$ cat config.mk
export PLATFORM = sky130hd
export DESIGN_NAME = spi_hub
export DESIGN_NICKNAME = d
export VERILOG_FILES = /design/src/source/spi_hub_pkg.sv /design/src/source/host_bus_if.sv /design/src/source/spi_hub.sv /design/src/source/data_fifo.sv /design/src/source/reg_bank.sv /design/src/source/spi_slave.sv
export SDC_FILE = /design/constraint.sdc
export NUM_CORES = 1
export LEC_CHECK = 0
export ABC_CLOCK_PERIOD_IN_PS = 3900
export BUFFER_PORTS_ARGS = -buffer_cell sky130_fd_sc_hd__buf_2
export CAP_MARGIN = 40
export CORE_AREA = 2 2 133 135
export CTS_CLUSTER_DIAMETER = 100
export CTS_CLUSTER_SIZE = 40
export DETAILED_ROUTE_END_ITERATION = 6
export DIE_AREA = 0 0 135 137
export PLACE_DENSITY = 0.78
export SYNTH_ARGS = -nofsm -noshare
export SYNTH_HDL_FRONTEND = slang
export SYNTH_HIERARCHICAL = 1
export SYNTH_SLANG_ARGS = --single-unit
$ cat constraint.sdc
create_clock -name SPI_SCLK -period 3.9 [get_ports SPI_SCLK]
set_input_delay 0.78 -clock SPI_SCLK [delete_from_list [all_inputs] [get_ports SPI_SCLK]]
set_output_delay 0.78 -clock SPI_SCLK [all_outputs]
set_load 0.02 [all_outputs]
$ cat src/source/spi_hub_pkg.sv
//************************************************************
// spi_hub shared definitions: bus widths, register map,
// device ID and the SPI command byte layout
//************************************************************
package spi_hub_pkg;

	// register bus widths
	localparam int ADDR_W = 7;
	localparam int DATA_W = 8;

	// identification register, read only
	localparam logic [ADDR_W-1:0] DEV_ID_ADDR = 7'h00;
	localparam logic [DATA_W-1:0] DEVICE_ID = 8'hA5;

	// control register and its bits
	localparam logic [ADDR_W-1:0] CTRL_ADDR = 7'h01;
	localparam int CTRL_IRQ_EN_BIT = 0;
	// self-clearing, never reads back as 1
	localparam int CTRL_FIFO_CLR_BIT = 1;

	// plain scratch window
	localparam logic [ADDR_W-1:0] SCRATCH_BASE = 7'h02;
	localparam logic [ADDR_W-1:0] SCRATCH_LAST = 7'h0F;
	localparam int SCRATCH_N = SCRATCH_LAST - SCRATCH_BASE + 1;

	// fifo status (count in low bits, full flag on top) and data port
	localparam logic [ADDR_W-1:0] FIFO_STAT_ADDR = 7'h10;
	localparam int STAT_FULL_BIT = 7;
	localparam logic [ADDR_W-1:0] FIFO_DATA_ADDR = 7'h20;

	// command byte, msb is the direction (1 = write)
	typedef struct packed {
		logic wr;
		logic [ADDR_W-1:0] addr;
	} spi_cmd_t;

	// same byte seen raw off the shifter or split into fields
	typedef union packed {
		logic [DATA_W-1:0] raw;
		spi_cmd_t f;
	} spi_cmd_u;

endpackage
$ cat src/source/host_bus_if.sv
//************************************************************
// internal register bus between the SPI engine and the
// register bank, plain strobes with no handshake
//************************************************************
interface host_bus_if;

	// register address, held across a burst
	logic [spi_hub_pkg::ADDR_W-1:0] addr;
	// write byte, valid with wr_valid
	logic [spi_hub_pkg::DATA_W-1:0] wr_data;
	// one-cycle write strobe
	logic wr_valid;
	// combinational read data, always follows addr
	logic [spi_hub_pkg::DATA_W-1:0] rd_data;
	// one-cycle read consumed strobe
	logic rd_ack;

	// spi engine side
	modport master (
		output addr,
		output wr_data,
		output wr_valid,
		output rd_ack,
		input  rd_data
	);

	// register bank side
	modport target (
		input  addr,
		input  wr_data,
		input  wr_valid,
		input  rd_ack,
		output rd_data
	);

endinterface

$ cat src/source/spi_hub.sv
//************************************************************
// sensor hub top: SPI engine, register bank and data FIFO
//************************************************************
module spi_hub #(
	parameter int FIFO_DEPTH = 8
) (
	input  logic SPI_SCLK,
	input  logic int_rst_n,
	input  logic spi_ss_n,
	input  logic spi_mosi,
	output logic spi_miso,
	output logic irq
);

	// register bank to fifo strobes and status
	logic fifo_push;
	logic fifo_pop;
	logic fifo_clear;
	logic [spi_hub_pkg::DATA_W-1:0] fifo_wdata;
	logic [spi_hub_pkg::DATA_W-1:0] fifo_head;
	logic [$clog2(FIFO_DEPTH):0] fifo_count;
	logic fifo_full;
	logic fifo_empty;

	// engine to register bank
	host_bus_if bus0 ();

	spi_slave slave0 (
		.SPI_SCLK  (SPI_SCLK),
		.int_rst_n (int_rst_n),
		.spi_ss_n  (spi_ss_n),
		.spi_mosi  (spi_mosi),
		.spi_miso  (spi_miso),
		.bus       (bus0.master)
	);

	reg_bank #(
		.FIFO_DEPTH (FIFO_DEPTH)
	) regs0 (
		.SPI_SCLK   (SPI_SCLK),
		.int_rst_n  (int_rst_n),
		.bus        (bus0.target),
		.fifo_push  (fifo_push),
		.fifo_pop   (fifo_pop),
		.fifo_clear (fifo_clear),
		.fifo_wdata (fifo_wdata),
		.fifo_head  (fifo_head),
		.fifo_count (fifo_count),
		.fifo_full  (fifo_full),
		.fifo_empty (fifo_empty),
		.irq        (irq)
	);

	data_fifo #(
		.FIFO_DEPTH (FIFO_DEPTH)
	) fifo0 (
		.SPI_SCLK  (SPI_SCLK),
		.int_rst_n (int_rst_n),
		.push      (fifo_push),
		.pop       (fifo_pop),
		.clear     (fifo_clear),
		.wdata     (fifo_wdata),
		.head      (fifo_head),
		.count     (fifo_count),
		.full      (fifo_full),
		.empty     (fifo_empty)
	);

endmodule

$ cat src/source/data_fifo.sv
//************************************************************
// byte FIFO on a circular buffer, push/pop/clear strobes,
// head shown combinationally
//************************************************************
module data_fifo #(
	parameter int FIFO_DEPTH = 8
) (
	input  logic SPI_SCLK,
	input  logic int_rst_n,
	input  logic push,
	input  logic pop,
	input  logic clear,
	input  logic [spi_hub_pkg::DATA_W-1:0] wdata,
	output logic [spi_hub_pkg::DATA_W-1:0] head,
	output logic [$clog2(FIFO_DEPTH):0] count,
	output logic full,
	output logic empty
);

	localparam int PTR_W = $clog2(FIFO_DEPTH);
	localparam logic [PTR_W:0] FULL_CNT = (PTR_W + 1)'(FIFO_DEPTH);

	logic [spi_hub_pkg::DATA_W-1:0] mem [FIFO_DEPTH];
	logic [PTR_W-1:0] wr_ptr;
	logic [PTR_W-1:0] rd_ptr;
	logic do_push;
	logic do_pop;

	assign full = (count == FULL_CNT);
	assign empty = (count == '0);

	// push on full and pop on empty are dropped, clear wins
	assign do_push = push && !full && !clear;
	assign do_pop = pop && !empty && !clear;

	// storage
	always_ff @(posedge SPI_SCLK) begin
		if (do_push) begin
			mem[wr_ptr] <= wdata;
		end
	end

	// pointers wrap on their own, depth is a power of two
	always_ff @(posedge SPI_SCLK or negedge int_rst_n) begin
		if (!int_rst_n) begin
			wr_ptr <= '0;
			rd_ptr <= '0;
			count <= '0;
		end else if (clear) begin
			wr_ptr <= '0;
			rd_ptr <= '0;
			count <= '0;
		end else begin
			if (do_push) begin
				wr_ptr <= wr_ptr + 1'b1;
			end
			if (do_pop) begin
				rd_ptr <= rd_ptr + 1'b1;
			end
			// both at once leaves the count alone
			if (do_push && !do_pop) begin
				count <= count + 1'b1;
			end else if (do_pop && !do_push) begin
				count <= count - 1'b1;
			end
		end
	end

	assign head = mem[rd_ptr];

endmodule

$ cat src/source/reg_bank.sv
//************************************************************
// register bank: ID, control and scratch registers, fifo
// status, fifo data port steering and the interrupt level
//************************************************************
module reg_bank #(
	parameter int FIFO_DEPTH = 8
) (
	input  logic SPI_SCLK,
	input  logic int_rst_n,
	host_bus_if.target bus,
	output logic fifo_push,
	output logic fifo_pop,
	output logic fifo_clear,
	output logic [spi_hub_pkg::DATA_W-1:0] fifo_wdata,
	input  logic [spi_hub_pkg::DATA_W-1:0] fifo_head,
	input  logic [$clog2(FIFO_DEPTH):0] fifo_count,
	input  logic fifo_full,
	input  logic fifo_empty,
	output logic irq
);

	localparam int CNT_W = $clog2(FIFO_DEPTH) + 1;
	localparam int SCR_IDX_W = $clog2(spi_hub_pkg::SCRATCH_N);

	logic irq_en;
	logic [spi_hub_pkg::DATA_W-1:0] scratch [spi_hub_pkg::SCRATCH_N];
	logic is_scratch;
	logic [spi_hub_pkg::ADDR_W-1:0] scr_off;
	logic [SCR_IDX_W-1:0] scr_idx;
	logic at_fifo_port;
	logic [spi_hub_pkg::DATA_W-1:0] fifo_stat;

	// scratch window decode
	assign is_scratch = (bus.addr >= spi_hub_pkg::SCRATCH_BASE) &&
		(bus.addr <= spi_hub_pkg::SCRATCH_LAST);
	assign scr_off = bus.addr - spi_hub_pkg::SCRATCH_BASE;
	assign scr_idx = scr_off[SCR_IDX_W-1:0];
	assign at_fifo_port = (bus.addr == spi_hub_pkg::FIFO_DATA_ADDR);

	// fifo steering straight from the bus strobes
	assign fifo_push = bus.wr_valid && at_fifo_port;
	assign fifo_pop = bus.rd_ack && at_fifo_port;
	assign fifo_wdata = bus.wr_data;
	// wr_valid is one cycle wide so the clear is too
	assign fifo_clear = bus.wr_valid && (bus.addr == spi_hub_pkg::CTRL_ADDR) &&
		bus.wr_data[spi_hub_pkg::CTRL_FIFO_CLR_BIT];

	// register writes, ID, status and unmapped addresses drop them
	always_ff @(posedge SPI_SCLK or negedge int_rst_n) begin
		if (!int_rst_n) begin
			irq_en <= 1'b0;
			for (int i = 0; i < spi_hub_pkg::SCRATCH_N; i++) begin
				scratch[i] <= '0;
			end
		end else if (bus.wr_valid) begin
			if (bus.addr == spi_hub_pkg::CTRL_ADDR) begin
				irq_en <= bus.wr_data[spi_hub_pkg::CTRL_IRQ_EN_BIT];
			end
			if (is_scratch) begin
				scratch[scr_idx] <= bus.wr_data;
			end
		end
	end

	// count in the low bits, full flag on top
	always_comb begin
		fifo_stat = '0;
		fifo_stat[CNT_W-1:0] = fifo_count;
		fifo_stat[spi_hub_pkg::STAT_FULL_BIT] = fifo_full;
	end

	// read mux, purely a function of addr
	always_comb begin
		bus.rd_data = '0;
		if (bus.addr == spi_hub_pkg::DEV_ID_ADDR) begin
			bus.rd_data = spi_hub_pkg::DEVICE_ID;
		end else if (bus.addr == spi_hub_pkg::CTRL_ADDR) begin
			// clear bit always reads 0
			bus.rd_data[spi_hub_pkg::CTRL_IRQ_EN_BIT] = irq_en;
		end else if (is_scratch) begin
			bus.rd_data = scratch[scr_idx];
		end else if (bus.addr == spi_hub_pkg::FIFO_STAT_ADDR) begin
			bus.rd_data = fifo_stat;
		end else if (at_fifo_port) begin
			// stale head is hidden when there is nothing stored
			bus.rd_data = fifo_empty ? '0 : fifo_head;
		end
	end

	// level interrupt, follows fifo state one edge late
	always_ff @(posedge SPI_SCLK or negedge int_rst_n) begin
		if (!int_rst_n) begin
			irq <= 1'b0;
		end else begin
			irq <= irq_en && !fifo_empty;
		end
	end

endmodule

$ cat src/source/spi_slave.sv
//************************************************************
// mode 0 SPI target engine: command decode, burst address
// auto-increment, delayed write strobe and read acknowledge
//************************************************************
module spi_slave (
	input  logic SPI_SCLK,
	input  logic int_rst_n,
	input  logic spi_ss_n,
	input  logic spi_mosi,
	output logic spi_miso,
	host_bus_if.master bus
);

	localparam int BIT_W = $clog2(spi_hub_pkg::DATA_W);
	localparam logic [BIT_W-1:0] LAST_CNT = BIT_W'(spi_hub_pkg::DATA_W - 1);

	// mosi shifter and bit position within the current byte
	logic [spi_hub_pkg::DATA_W-1:0] shift_in;
	logic [BIT_W-1:0] bit_cnt;
	// rising edge that samples bit 0 of a byte
	logic last_bit;
	// high for one cycle after each complete byte
	logic rcv_byte_valid;

	// transaction state
	logic cmd_latched;
	logic is_write;
	spi_hub_pkg::spi_cmd_u cmd_in;
	logic [spi_hub_pkg::ADDR_W-1:0] addr_q;
	logic at_fifo_port;

	// write path
	logic wr_byte_done;
	logic [spi_hub_pkg::DATA_W-1:0] wr_data_q;
	logic write_pending;
	logic wr_valid_q;

	// read path
	logic rd_ack_q;
	logic [spi_hub_pkg::DATA_W-1:0] shift_out;

	// msb first, sampled on the rising edge
	always_ff @(posedge SPI_SCLK or negedge int_rst_n) begin
		if (!int_rst_n) begin
			shift_in <= '0;
			bit_cnt <= '0;
		end else if (spi_ss_n) begin
			// idle select restarts byte framing
			bit_cnt <= '0;
		end else begin
			shift_in <= {shift_in[spi_hub_pkg::DATA_W-2:0], spi_mosi};
			bit_cnt <= bit_cnt + 1'b1;
		end
	end

	assign last_bit = !spi_ss_n && (bit_cnt == LAST_CNT);

	always_ff @(posedge SPI_SCLK or negedge int_rst_n) begin
		if (!int_rst_n) begin
			rcv_byte_valid <= 1'b0;
		end else begin
			rcv_byte_valid <= last_bit;
		end
	end

	// shifter holds the full byte during the cycle after it completes
	assign cmd_in.raw = shift_in;

	// first byte of a transaction is the command
	always_ff @(posedge SPI_SCLK or negedge int_rst_n) begin
		if (!int_rst_n) begin
			cmd_latched <= 1'b0;
			is_write <= 1'b0;
		end else if (spi_ss_n) begin
			cmd_latched <= 1'b0;
		end else if (rcv_byte_valid && !cmd_latched) begin
			cmd_latched <= 1'b1;
			is_write <= cmd_in.f.wr;
		end
	end

	// data port keeps its address so bursts stay on the fifo
	assign at_fifo_port = (addr_q == spi_hub_pkg::FIFO_DATA_ADDR);

	// start address from the command, then step once per bus strobe
	always_ff @(posedge SPI_SCLK or negedge int_rst_n) begin
		if (!int_rst_n) begin
			addr_q <= '0;
		end else if (!spi_ss_n && rcv_byte_valid && !cmd_latched) begin
			addr_q <= cmd_in.f.addr;
		end else if ((wr_valid_q || rd_ack_q) && !at_fifo_port) begin
			addr_q <= addr_q + 1'b1;
		end
	end

	// every byte after the command carries write data
	assign wr_byte_done = last_bit && cmd_latched && is_write;

	// byte captured on its last bit, strobed out one edge later
	// so the write completes even if select is already released
	always_ff @(posedge SPI_SCLK or negedge int_rst_n) begin
		if (!int_rst_n) begin
			wr_data_q <= '0;
			write_pending <= 1'b0;
			wr_valid_q <= 1'b0;
		end else begin
			write_pending <= wr_byte_done;
			wr_valid_q <= write_pending;
			if (wr_byte_done) begin
				wr_data_q <= {shift_in[spi_hub_pkg::DATA_W-2:0], spi_mosi};
			end
		end
	end

	// ack each byte that follows the command on a read, the dummy
	// byte included, which moves on to the next prefetch
	// no ack once select is gone, the last prefetch was never sent
	always_ff @(posedge SPI_SCLK or negedge int_rst_n) begin
		if (!int_rst_n) begin
			rd_ack_q <= 1'b0;
		end else begin
			rd_ack_q <= !spi_ss_n && rcv_byte_valid && cmd_latched && !is_write;
		end
	end

	// miso side, falling edge
	// rcv_byte_valid is high on the falling edge that ends a byte,
	// load rd_data there for the byte that follows
	always_ff @(negedge SPI_SCLK or negedge int_rst_n) begin
		if (!int_rst_n) begin
			shift_out <= '0;
		end else if (rcv_byte_valid && cmd_latched && !is_write) begin
			shift_out <= bus.rd_data;
		end else begin
			shift_out <= {shift_out[spi_hub_pkg::DATA_W-2:0], 1'b0};
		end
	end

	assign spi_miso = shift_out[spi_hub_pkg::DATA_W-1];

	// register bus outputs
	assign bus.addr = addr_q;
	assign bus.wr_data = wr_data_q;
	assign bus.wr_valid = wr_valid_q;
	assign bus.rd_ack = rd_ack_q;

endmodule

==> results.txt, run 1 <==
status -> finished, violations left
failing checks -> negative setup slack
WL/cell -> 22.8 µm
post-synthesis cell count -> 714
DP HPWL -> 15.1 mm
Hold Crit Class -> input pin to asynchronous set/reset pin
CP required -> 2.30 ns
post-synthesis async set-or-reset flop share -> 71.9%
R2R cell count -> 5
first-pass GRT wire length -> 35.5 mm
clk sink count -> 228
largest net degree at the start of global routing -> 73
number of synthesized flops with an enable pin -> 64
Sequential Power Share -> 64.5%
Num CTS Buffers -> 9
clk root buf -> clkbuf_16
Seq cells post-synth -> 228
CP Launch Type -> flip-flop
CTS tree -> done
Finish-stage setup viols -> 8
M1 WL -> 9.16 mm
Setup Skew -> 0.0327 ns
footprint of the multi-input gates -> 0.00430 mm²
Tightest Pin Transition -> 0.924 ns
max_slew headroom -> 38.4%
Final Worst Setup Slack -> -0.264 ns
H-tree depth -> 1
Area Overhead vs Synth -> 10.1%
clk slew on worst S/H paths -> 0.14 ns
total die area -> 0.0185 mm²
met2 wire len -> 11.4 mm
Antenna Nets Post-Route -> 0
final non-filler cell total -> 971
Die Y-Extent -> 137 µm
DR iter-0 viols -> 381
Netlist cell types -> 71
clock power share -> 28.9%
DR pass1 iterations -> 5
GP Congestion -> 0.881
r2r endpoint -> slave0/shift_out[6]
CP arrival -> 2.56 ns
Internal -> 3.02 mW
Layout fillers -> 1154
vias in the first global route -> 6526
vias per cell -> 6.28
switching share of power -> 22.1%
worst r2r src -> slave0/bus.addr[0]
post-synthesis adder-cell area fraction -> 1.38%
met3 wire length -> 1.17 mm
xor/xnor share of the synthesized area -> 1.08%
compound-cell area share of the yosys netlist -> 4.12%
Crit Path Class -> flip-flop to flip-flop
clk buf depth -> 3
# placed instances -> 954
Final Hold Violating Endpoints -> 0
mux cell area share after synthesis -> 25.7%
Ys Warns -> 6
antenna violations before repair -> 0
io pins -> 6
Die Wd -> 135 µm
post-synth net total -> 729
PwrDens -> 336 mW/mm²
Nets -> 759
Syn Area/Cell -> 14.7 µm²
diodes inserted -> 0
switching power -> 0.858 mW
Setup TNS Final -> -1.65 ns
RSZ-0062 raised after global routing -> yes
Logic pwr share -> 6.6%
row count -> 48
WL final -> 22.2 mm
Setup crit end kind -> flip-flop
ys flop type -> dfrtp_1
Total GRT Usage -> 25.2%
GRT overflow -> 0
core area -> 0.0171 mm²
Simple-Gate Fraction of Synth Area -> 7.42%
uppermost layer routed -> met4
worst vdd ir -> 448 µV
share of layout cells above drive strength 1 -> 39.3%
total number of vias -> 6096
max-cap viol count -> 0
clk_lat worst skew -> 0.49 ns
Core Util, Final -> 67.7%
worst-path maximum fanout -> 11
reg2reg setup slack -> -0.26 ns
IO buf count -> 5
leakage power -> 4.87 nW
hold-fix buffers at CTS -> 0
Starting Density -> 61.5%
Total Power -> 3.88 mW
register area -> 0.00603 mm²
pins over their slew limit -> 0
post-synthesis sequential area ratio -> 57.4%
residual DRC count -> 0
largest family of logic cells by synthesized area -> multiplexers
Netlist Area Pre-Place -> 0.0105 mm²
## repair_timing
item | CTS | global route
cloned | 0 | 1
resized for setup | 17 | 14
buffers inserted | 2 | 0
setup endpoints to repair | 8 | 8
pin swaps | 4 | 4
## critical path, stage by stage (launching register included)
cell and delay [ns]:
dfrtp_2 0.43, buf_12 0.15, mux4_2 0.51, mux4_2 0.49
a22o_1 0.24, mux2_4 0.27
## power groups by stage
stage	clock [mW]	combinational, mW	sequential (mW)
finish	1.12	0.256	2.50
global route	1.21	0.279	2.51
CTS	1.14	0.255	2.50
detailed placement	0	0.246	2.55
global placement	0	0.233	2.55
floorplan	0	0.130	2.55
## synthesized netlist by cell type, types with 8 or more instances
cell type  number  area [µm²]
buf_4          11        82.6
buf_2          11        55.1
nor3_1          9        45.0
mux2_1         14         158
a21oi_1         9        45.0
o21ai_0         8        40.0
mux4_2         42         946
inv_1          13        48.8
mux2_2        130        1460
nand2_1        42         158
dfrtp_1       156        3900
mux2i_1        13         130
edfxtp_1       64        1920
clkbuf_1       16        60.1
nand3_1         8        40.0
dfrtn_1         8         200
nor2_1         41         154
ha_1           10         125
nor2b_1         9        56.3
## cells by family (layout without fill, tap and decap cells)
kind of cell / count (synthesis) / after routing
flops: 228 / 228
buf+inv: 59 / 91
fa+ha+maj: 11 / 11
xor+xnor: 13 / 13
mux: 199 / 199
compound gates: 56 / 56
simple gates: 148 / 148
## layout by cell type, fill, tap and decap left out, types with 5 or more instances in the layout
master	netlist	routed
dfrtp_1	156	152
a21oi_1	9	9
mux2_4	0	10
xnor2_1	7	6
nand2_2	3	5
nand3_1	8	8
dfrtn_1	8	8
buf_4	11	45
buf_12	0	5
nand2_1	42	40
mux2_1	14	9
ha_1	10	9
clkbuf_16	0	10
xor2_1	6	5
mux2_2	130	125
nor2b_1	9	9
mux4_2	42	42
mux2i_1	13	13
o21ai_1	4	7
edfxtp_1	64	64
inv_1	13	12
nand2b_1	7	7
nor2_1	41	41
nor3_1	9	9
## per-layer routing
metal  vias to the layer above  track usage, %
met3                        31            3.41
met1                      3220            34.4
met2                       177            43.6
met5                         -               0
met4                         0            6.25
li1                       2668               -
## flip-flops by register name, summed over array words and instances (netlist names), 3 cells and up
signal              count
slave0/bit_cnt          3
slave0/shift_out        8
slave0/cmd_in           8
regs0/scratch         112
slave0/bus.wr_data      8
fifo0/rd_ptr            3
fifo0/wr_ptr            3
fifo0/mem              64
slave0/bus.addr         7
fifo0/count             4
## how the worst max path moves through the flow
stage                                   from             endpoint  slack [ns]  depth (start not counted)
after floorplan           slave0/bus.addr[0]  slave0/shift_out[4]       -0.31                          6
after global placement    slave0/bus.addr[0]  slave0/shift_out[3]       -0.29                          6
after detailed placement  slave0/bus.addr[0]  slave0/shift_out[3]       -0.33                          6
after CTS                 slave0/bus.addr[0]  slave0/shift_out[6]       -0.25                          5
after global routing         fifo0/rd_ptr[0]  slave0/shift_out[2]       -0.32                          8
final                     slave0/bus.addr[0]  slave0/shift_out[6]       -0.26                          5
## final cells by class
type / count / area share (%)
inverters: 15 / 0.531
multi-input cells: 427 / 37.2
flip-flops and latches: 228 / 52.2
well taps: 225 / 2.44
repair buffers: 63 / 5.48
clock inverters: 2 / 0.141
clock buffers: 11 / 2.01
## through the flow
stage                     area [µm²]  hold WS, ns  setup WS [ns]
after CTS                      11500        0.279         -0.255
after floorplan                10600        0.331         -0.306
final                          11600        0.281         -0.264
after detailed placement       11100        0.352         -0.330
after global placement         11100        0.335         -0.286
after global routing           11600        0.282         -0.316
No activity file was read; power rests on OpenSTA's default activity.
==> run 2: changes to the inputs <==
--- a/config.mk
+++ b/config.mk
@@ -8,11 +8,11 @@
 export ABC_CLOCK_PERIOD_IN_PS = 3900
 export BUFFER_PORTS_ARGS = -buffer_cell sky130_fd_sc_hd__buf_2
 export CAP_MARGIN = 40
-export CORE_AREA = 2 2 133 135
+export CORE_AREA = 2 2 101 176
 export CTS_CLUSTER_DIAMETER = 100
 export CTS_CLUSTER_SIZE = 40
 export DETAILED_ROUTE_END_ITERATION = 6
-export DIE_AREA = 0 0 135 137
+export DIE_AREA = 0 0 103 178
 export PLACE_DENSITY = 0.78
 export SYNTH_ARGS = -nofsm -noshare
 export SYNTH_HDL_FRONTEND = slang
==> run 2 against run 1 <==
  * Utilization increased by 1.5 points
  * Count of clock-buffer cells in the layout rose by 1
  * Worst setup slack got worse by 0.046 ns
  * First-iteration DRC count up 10%
  * Clock power about the same
  * Cell count grew 1.4%
  * Sequential share of layout area decreased by 0.55 points
  * Critical path depth up 3
  * Largest power group unchanged
  * Die area shrank 0.87%
  * The run still ends with negative setup slack left
  * Design area is 1.1% higher
  * Register-to-register slack lost 0.05 ns
  * Global-route usage is 1.3 points higher
==> results.txt, run 2 (synthesis gave the netlist of run 1 again) <==
status -> finished, violations left
failing checks -> negative setup slack
met2 Usage GRT -> 48.9%
CP Launch Type -> flip-flop
IO buf count -> 5
Buf/Inv on CP -> 2
crit path cell chain -> buf_12, mux4_2, mux2_4, inv_2, o21ai_2, nand3b_1, o21ai_1, mux2_4
antenna violations before repair -> 0
DR iter-0 viols -> 419
WL final -> 22.9 mm
# placed instances -> 966
RSZ-0062 raised after global routing -> yes
clk sink count -> 228
pins over their slew limit -> 0
Biggest register -> regs0/scratch
GP Congestion -> 0.876
CTS tree -> done
Die Wd -> 103 µm
Die Y-Extent -> 178 µm
diodes inserted -> 0
clk buf depth -> 3
Total Power -> 3.90 mW
Num CTS Buffers -> 9
total number of vias -> 6120
total die area -> 0.0183 mm²
met3 Usage GRT -> 3.25%
hold-fix buffers at CTS -> 0
Nets -> 771
CP max stage delay -> 0.59 ns
Crit Path Class -> flip-flop to flip-flop
met1 Usage GRT -> 30.0%
final non-filler cell total -> 985
CP arrival -> 2.61 ns
clk slew on worst S/H paths -> 0.14 ns
DP HPWL -> 16.1 mm
leakage power -> 4.93 nW
most frequent CP cell -> mux2_4
CP max-delay cell -> mux4_2
clk_lat worst skew -> 0.50 ns
clk root buf -> clkbuf_16
first-pass GRT wire length -> 36.2 mm
row count -> 63
reg2reg setup slack -> -0.31 ns
share of layout cells above drive strength 1 -> 40.6%
vias in the first global route -> 6570
Area Overhead vs Synth -> 11.3%
largest net degree at the start of global routing -> 73
Final Hold Violating Endpoints -> 0
Top Registers -> regs0/scratch x112, fifo0/mem x64
io pins -> 6
core area -> 0.0169 mm²
most common cell after layout, fill and taps aside -> dfrtp_1
H-tree depth -> 1
Hold Crit Class -> input pin to asynchronous set/reset pin
Largest register FFs -> 112
CP required -> 2.30 ns
worst-path maximum fanout -> 7
worst vdd ir -> 318 µV
most frequent cells in the layout -> dfrtp_1 (152), mux2_2 (123), edfxtp_1 (64)
Final Worst Setup Slack -> -0.310 ns
GRT overflow -> 0
Starting Density -> 62.2%
WL/cell -> 23.2 µm
Finish-stage setup viols -> 8
Setup crit end kind -> flip-flop
Total GRT Usage -> 26.5%
worst r2r src -> fifo0/rd_ptr[0]
family with the most delay on the worst path -> multiplexers
GR peak layer -> met2
vias per cell -> 6.21
PwrDens -> 334 mW/mm²
Tightest Pin Transition -> 0.919 ns
Setup Skew -> 0.0408 ns
Antenna Nets Post-Route -> 0
residual DRC count -> 0
R2R cell count -> 8
DR pass1 iterations -> 7
max_slew headroom -> 38.7%
max-cap viol count -> 0
r2r endpoint -> slave0/shift_out[5]
dpl ws -> -0.362 ns
[run 2: worst max path at each step]
stage / from / end / slack, ns / cells after the start
after floorplan: slave0/bus.addr[0] / slave0/shift_out[4] / -0.31 / 6
after CTS: fifo0/rd_ptr[0] / slave0/shift_out[3] / -0.23 / 7
after global placement: slave0/bus.addr[0] / slave0/shift_out[2] / -0.29 / 7
after global routing: slave0/bus.addr[0] / slave0/shift_out[4] / -0.32 / 6
after detailed placement: slave0/bus.addr[0] / slave0/shift_out[3] / -0.36 / 7
final: fifo0/rd_ptr[0] / slave0/shift_out[5] / -0.31 / 8
[run 2: repair_timing]
| action | CTS | global route |
|---|---|---|
| pin swaps | 6 | 6 |
| gates cloned | 1 | 1 |
| setup buffers | 3 | 3 |
| endpoints found under the setup margin | 8 | 9 |
| gates resized for setup | 25 | 17 |
[run 2: cell type report]
cell class                 count  area [µm²]
sequential                   228        6030
fill                        1160        5190
multi-input combinational    427        4320
timing repair buffer          75         727
tap                          227         284
clock buffer                  12         236
inverter                      15        58.8
clock inverter                 1        16.3
[run 2: routing by layer]
layer	wire, µm	vias up
li1	-	2708
met1	8160	3197
met2	12900	155
met3	808	60
met4	1040	0
met5	0	-
[run 2: stage by stage]
step	TNS, ns	cell area [µm²]	utilization, %	hold WS (ns)
final	-1.90	11700	69.2	0.186
after global routing	-2.31	11700	69.2	0.198
after CTS	-1.58	11600	68.7	0.192
after detailed placement	-2.53	11200	66.4	0.343
after global placement	-2.13	11100	65.9	0.334
after floorplan	-1.75	10600	-	0.331
[run 2: worst reg2reg max path: cells and delay by family (launching register included)]
family / cells / cell delay [ns]
buf+inv: 2 / 0.23
flops: 1 / 0.45
compound gates: 2 / 0.13
simple gates: 1 / 0.11
mux: 3 / 1.20
[run 2: power by group]
group          internal [mW]  switching [mW]
Clock                  0.442           0.686
Combinational          0.123           0.145
Sequential              2.48          0.0275
==> run 3: changes to the inputs <==
--- a/config.mk
+++ b/config.mk
@@ -5,15 +5,15 @@
 export SDC_FILE = /design/constraint.sdc
 export NUM_CORES = 1
 export LEC_CHECK = 0
-export ABC_CLOCK_PERIOD_IN_PS = 3900
+export ABC_CLOCK_PERIOD_IN_PS = 3500
 export BUFFER_PORTS_ARGS = -buffer_cell sky130_fd_sc_hd__buf_2
 export CAP_MARGIN = 40
-export CORE_AREA = 2 2 101 176
+export CORE_AREA = 2 2 106 185
 export CTS_CLUSTER_DIAMETER = 100
 export CTS_CLUSTER_SIZE = 40
 export DETAILED_ROUTE_END_ITERATION = 6
-export DIE_AREA = 0 0 103 178
-export PLACE_DENSITY = 0.78
+export DIE_AREA = 0 0 108 187
+export PLACE_DENSITY = 0.75
 export SYNTH_ARGS = -nofsm -noshare
 export SYNTH_HDL_FRONTEND = slang
 export SYNTH_HIERARCHICAL = 1
==> constraint.sdc (replaced) <==
create_clock -name SPI_SCLK -period 3.5 [get_ports SPI_SCLK]
set_input_delay 0.7 -clock SPI_SCLK [delete_from_list [all_inputs] [get_ports SPI_SCLK]]
set_output_delay 0.7 -clock SPI_SCLK [all_outputs]
set_load 0.02 [all_outputs]
==> run 3 against run 2 <==
  * The flow still finishes with violations (negative setup slack)
  * Via count fell by 0.93%
  * Sequential power grew 12%
  * Clock power is 12% higher
  * Flip-flop and latch count stayed put
  * Largest power group unchanged
  * Highest routed layer unchanged
==> results.txt, run 3 (synthesis gave the netlist of run 1 again) <==
most frequent cells in the layout -> dfrtp_1 (152), mux2_2 (125), edfxtp_1 (64)
clk slew on worst S/H paths -> 0.14 ns
CP Launch Type -> flip-flop
CP arrival -> 2.57 ns
clk sink count -> 228
Finish-stage setup viols -> 9
GRT overflow -> 0
Tightest Pin Transition -> 0.917 ns
RSZ-0062 raised after global routing -> yes
Die Wd -> 108 µm
Starting Density -> 55.6%
worst vdd ir -> 380 µV
H-tree depth -> 1
Nets -> 776
Core Util, Final -> 61.9%
Biggest register -> regs0/scratch
Top Registers -> regs0/scratch x112, fifo0/mem x64
Min Hold Slack -> 0.0410 ns
DR pass1 iterations -> 5
clk buf depth -> 3
worst-path maximum fanout -> 7
DR iter-0 viols -> 452
Num CTS Buffers -> 9
status -> finished, violations left
total die area -> 0.0202 mm²
max_slew headroom -> 38.8%
Setup crit end kind -> flip-flop
crit path cell chain -> buf_12, mux4_2, mux4_2, a22o_1, mux2_4
vias per cell -> 6.04
vias in the first global route -> 6585
PwrDens -> 372 mW/mm²
antenna violations before repair -> 0
DP HPWL -> 16.3 mm
CP max-delay cell -> mux4_2
first-pass GRT wire length -> 36.0 mm
Final Hold Violating Endpoints -> 0
Buf/Inv on CP -> 1
most common cell after layout, fill and taps aside -> dfrtp_1
Final Worst Setup Slack -> -0.469 ns
Total GRT Usage -> 23.4%
CP max stage delay -> 0.50 ns
total number of vias -> 6063
clk root buf -> clkbuf_16
largest net degree at the start of global routing -> 61
WL/cell -> 22.7 µm
row count -> 67
hold-fix buffers at CTS -> 0
share of layout cells above drive strength 1 -> 40.4%
clk_lat worst skew -> 0.50 ns
CP required -> 2.10 ns
Hold Crit Class -> input pin to asynchronous set/reset pin
Die Y-Extent -> 187 µm
diodes inserted -> 0
dpl ws -> -0.588 ns
leakage power -> 4.94 nW
Largest register FFs -> 112
Crit Path Class -> flip-flop to flip-flop
Setup Skew -> 0.0404 ns
core area -> 0.0189 mm²
max-cap viol count -> 0
CTS tree -> done
family with the most delay on the worst path -> multiplexers
io pins -> 6
Antenna Nets Post-Route -> 0
Area Overhead vs Synth -> 11.3%
IO buf count -> 5
pins over their slew limit -> 0
WL final -> 22.7 mm
residual DRC count -> 0
most frequent CP cell -> mux4_2
GP Congestion -> 0.889
failing checks -> negative setup slack
==> run 3: area by class of cell <==
class	count	area, µm²
multi-input combinational	427	4300
timing repair buffer	80	738
sequential	228	6030
inverter	15	58.8
fill	1396	7180
clock buffer	12	236
clock inverter	1	16.3
tap	241	302
==> run 3: repair_timing <==
| item | 4_1_cts | 5_1_grt |
|---|---|---|
| buffers inserted | 3 | 1 |
| pin swaps | 4 | 6 |
| endpoints found under the setup margin | 10 | 10 |
| resized for setup | 25 | 13 |
| cloned | 0 | 1 |
==> run 3: per-stage QoR <==
step           TNS, ns  power, mW  area (µm²)  cells
2_1_floorplan    -3.35       2.98       10600    714
3_3_place_gp     -4.06       3.11       11200    983
3_5_place_dp     -4.47       3.12       11200    985
4_1_cts          -3.31       4.38       11600   1001
5_1_grt          -4.03       4.50       11700   1004
6_report         -3.35       4.35       11700   1004
==> run 3: path summary, 6_finish.rpt <==
check	start	depth (start not counted)	end	slack, ns
max	slave0/bus.addr[0]	5	slave0/shift_out[6]	-0.47
min	int_rst_n	1	fifo0/rd_ptr[1]	0.04
max reg2reg	slave0/bus.addr[0]	5	slave0/shift_out[6]	-0.47
min reg2reg	slave0/write_pending	0	slave0/bus.wr_valid	0.37
max in group asynchronous	int_rst_n	1	slave0/shift_out[2]	1.61
min in group SPI_SCLK	slave0/write_pending	0	slave0/bus.wr_valid	0.37
==> run 3: where the power goes <==
part,switching (mW),total (mW),internal [mW]
Combinational,0.165,0.294,0.130
Clock,0.771,1.26,0.492
Sequential,0.0322,2.79,2.76
Total,0.967,4.35,3.38
==> run 3: metal layers <==
metal  vias up  routed length, µm  GRT usage (%)  part of all wire [%]
li1       2703                  -              -                     -
met1      3175               8280           27.1                    36
met2       138              12800           43.1                    56
met3        47                692           1.92                   3.0
met4         0                981           10.4                   4.3
met5         -                  0              0                     0
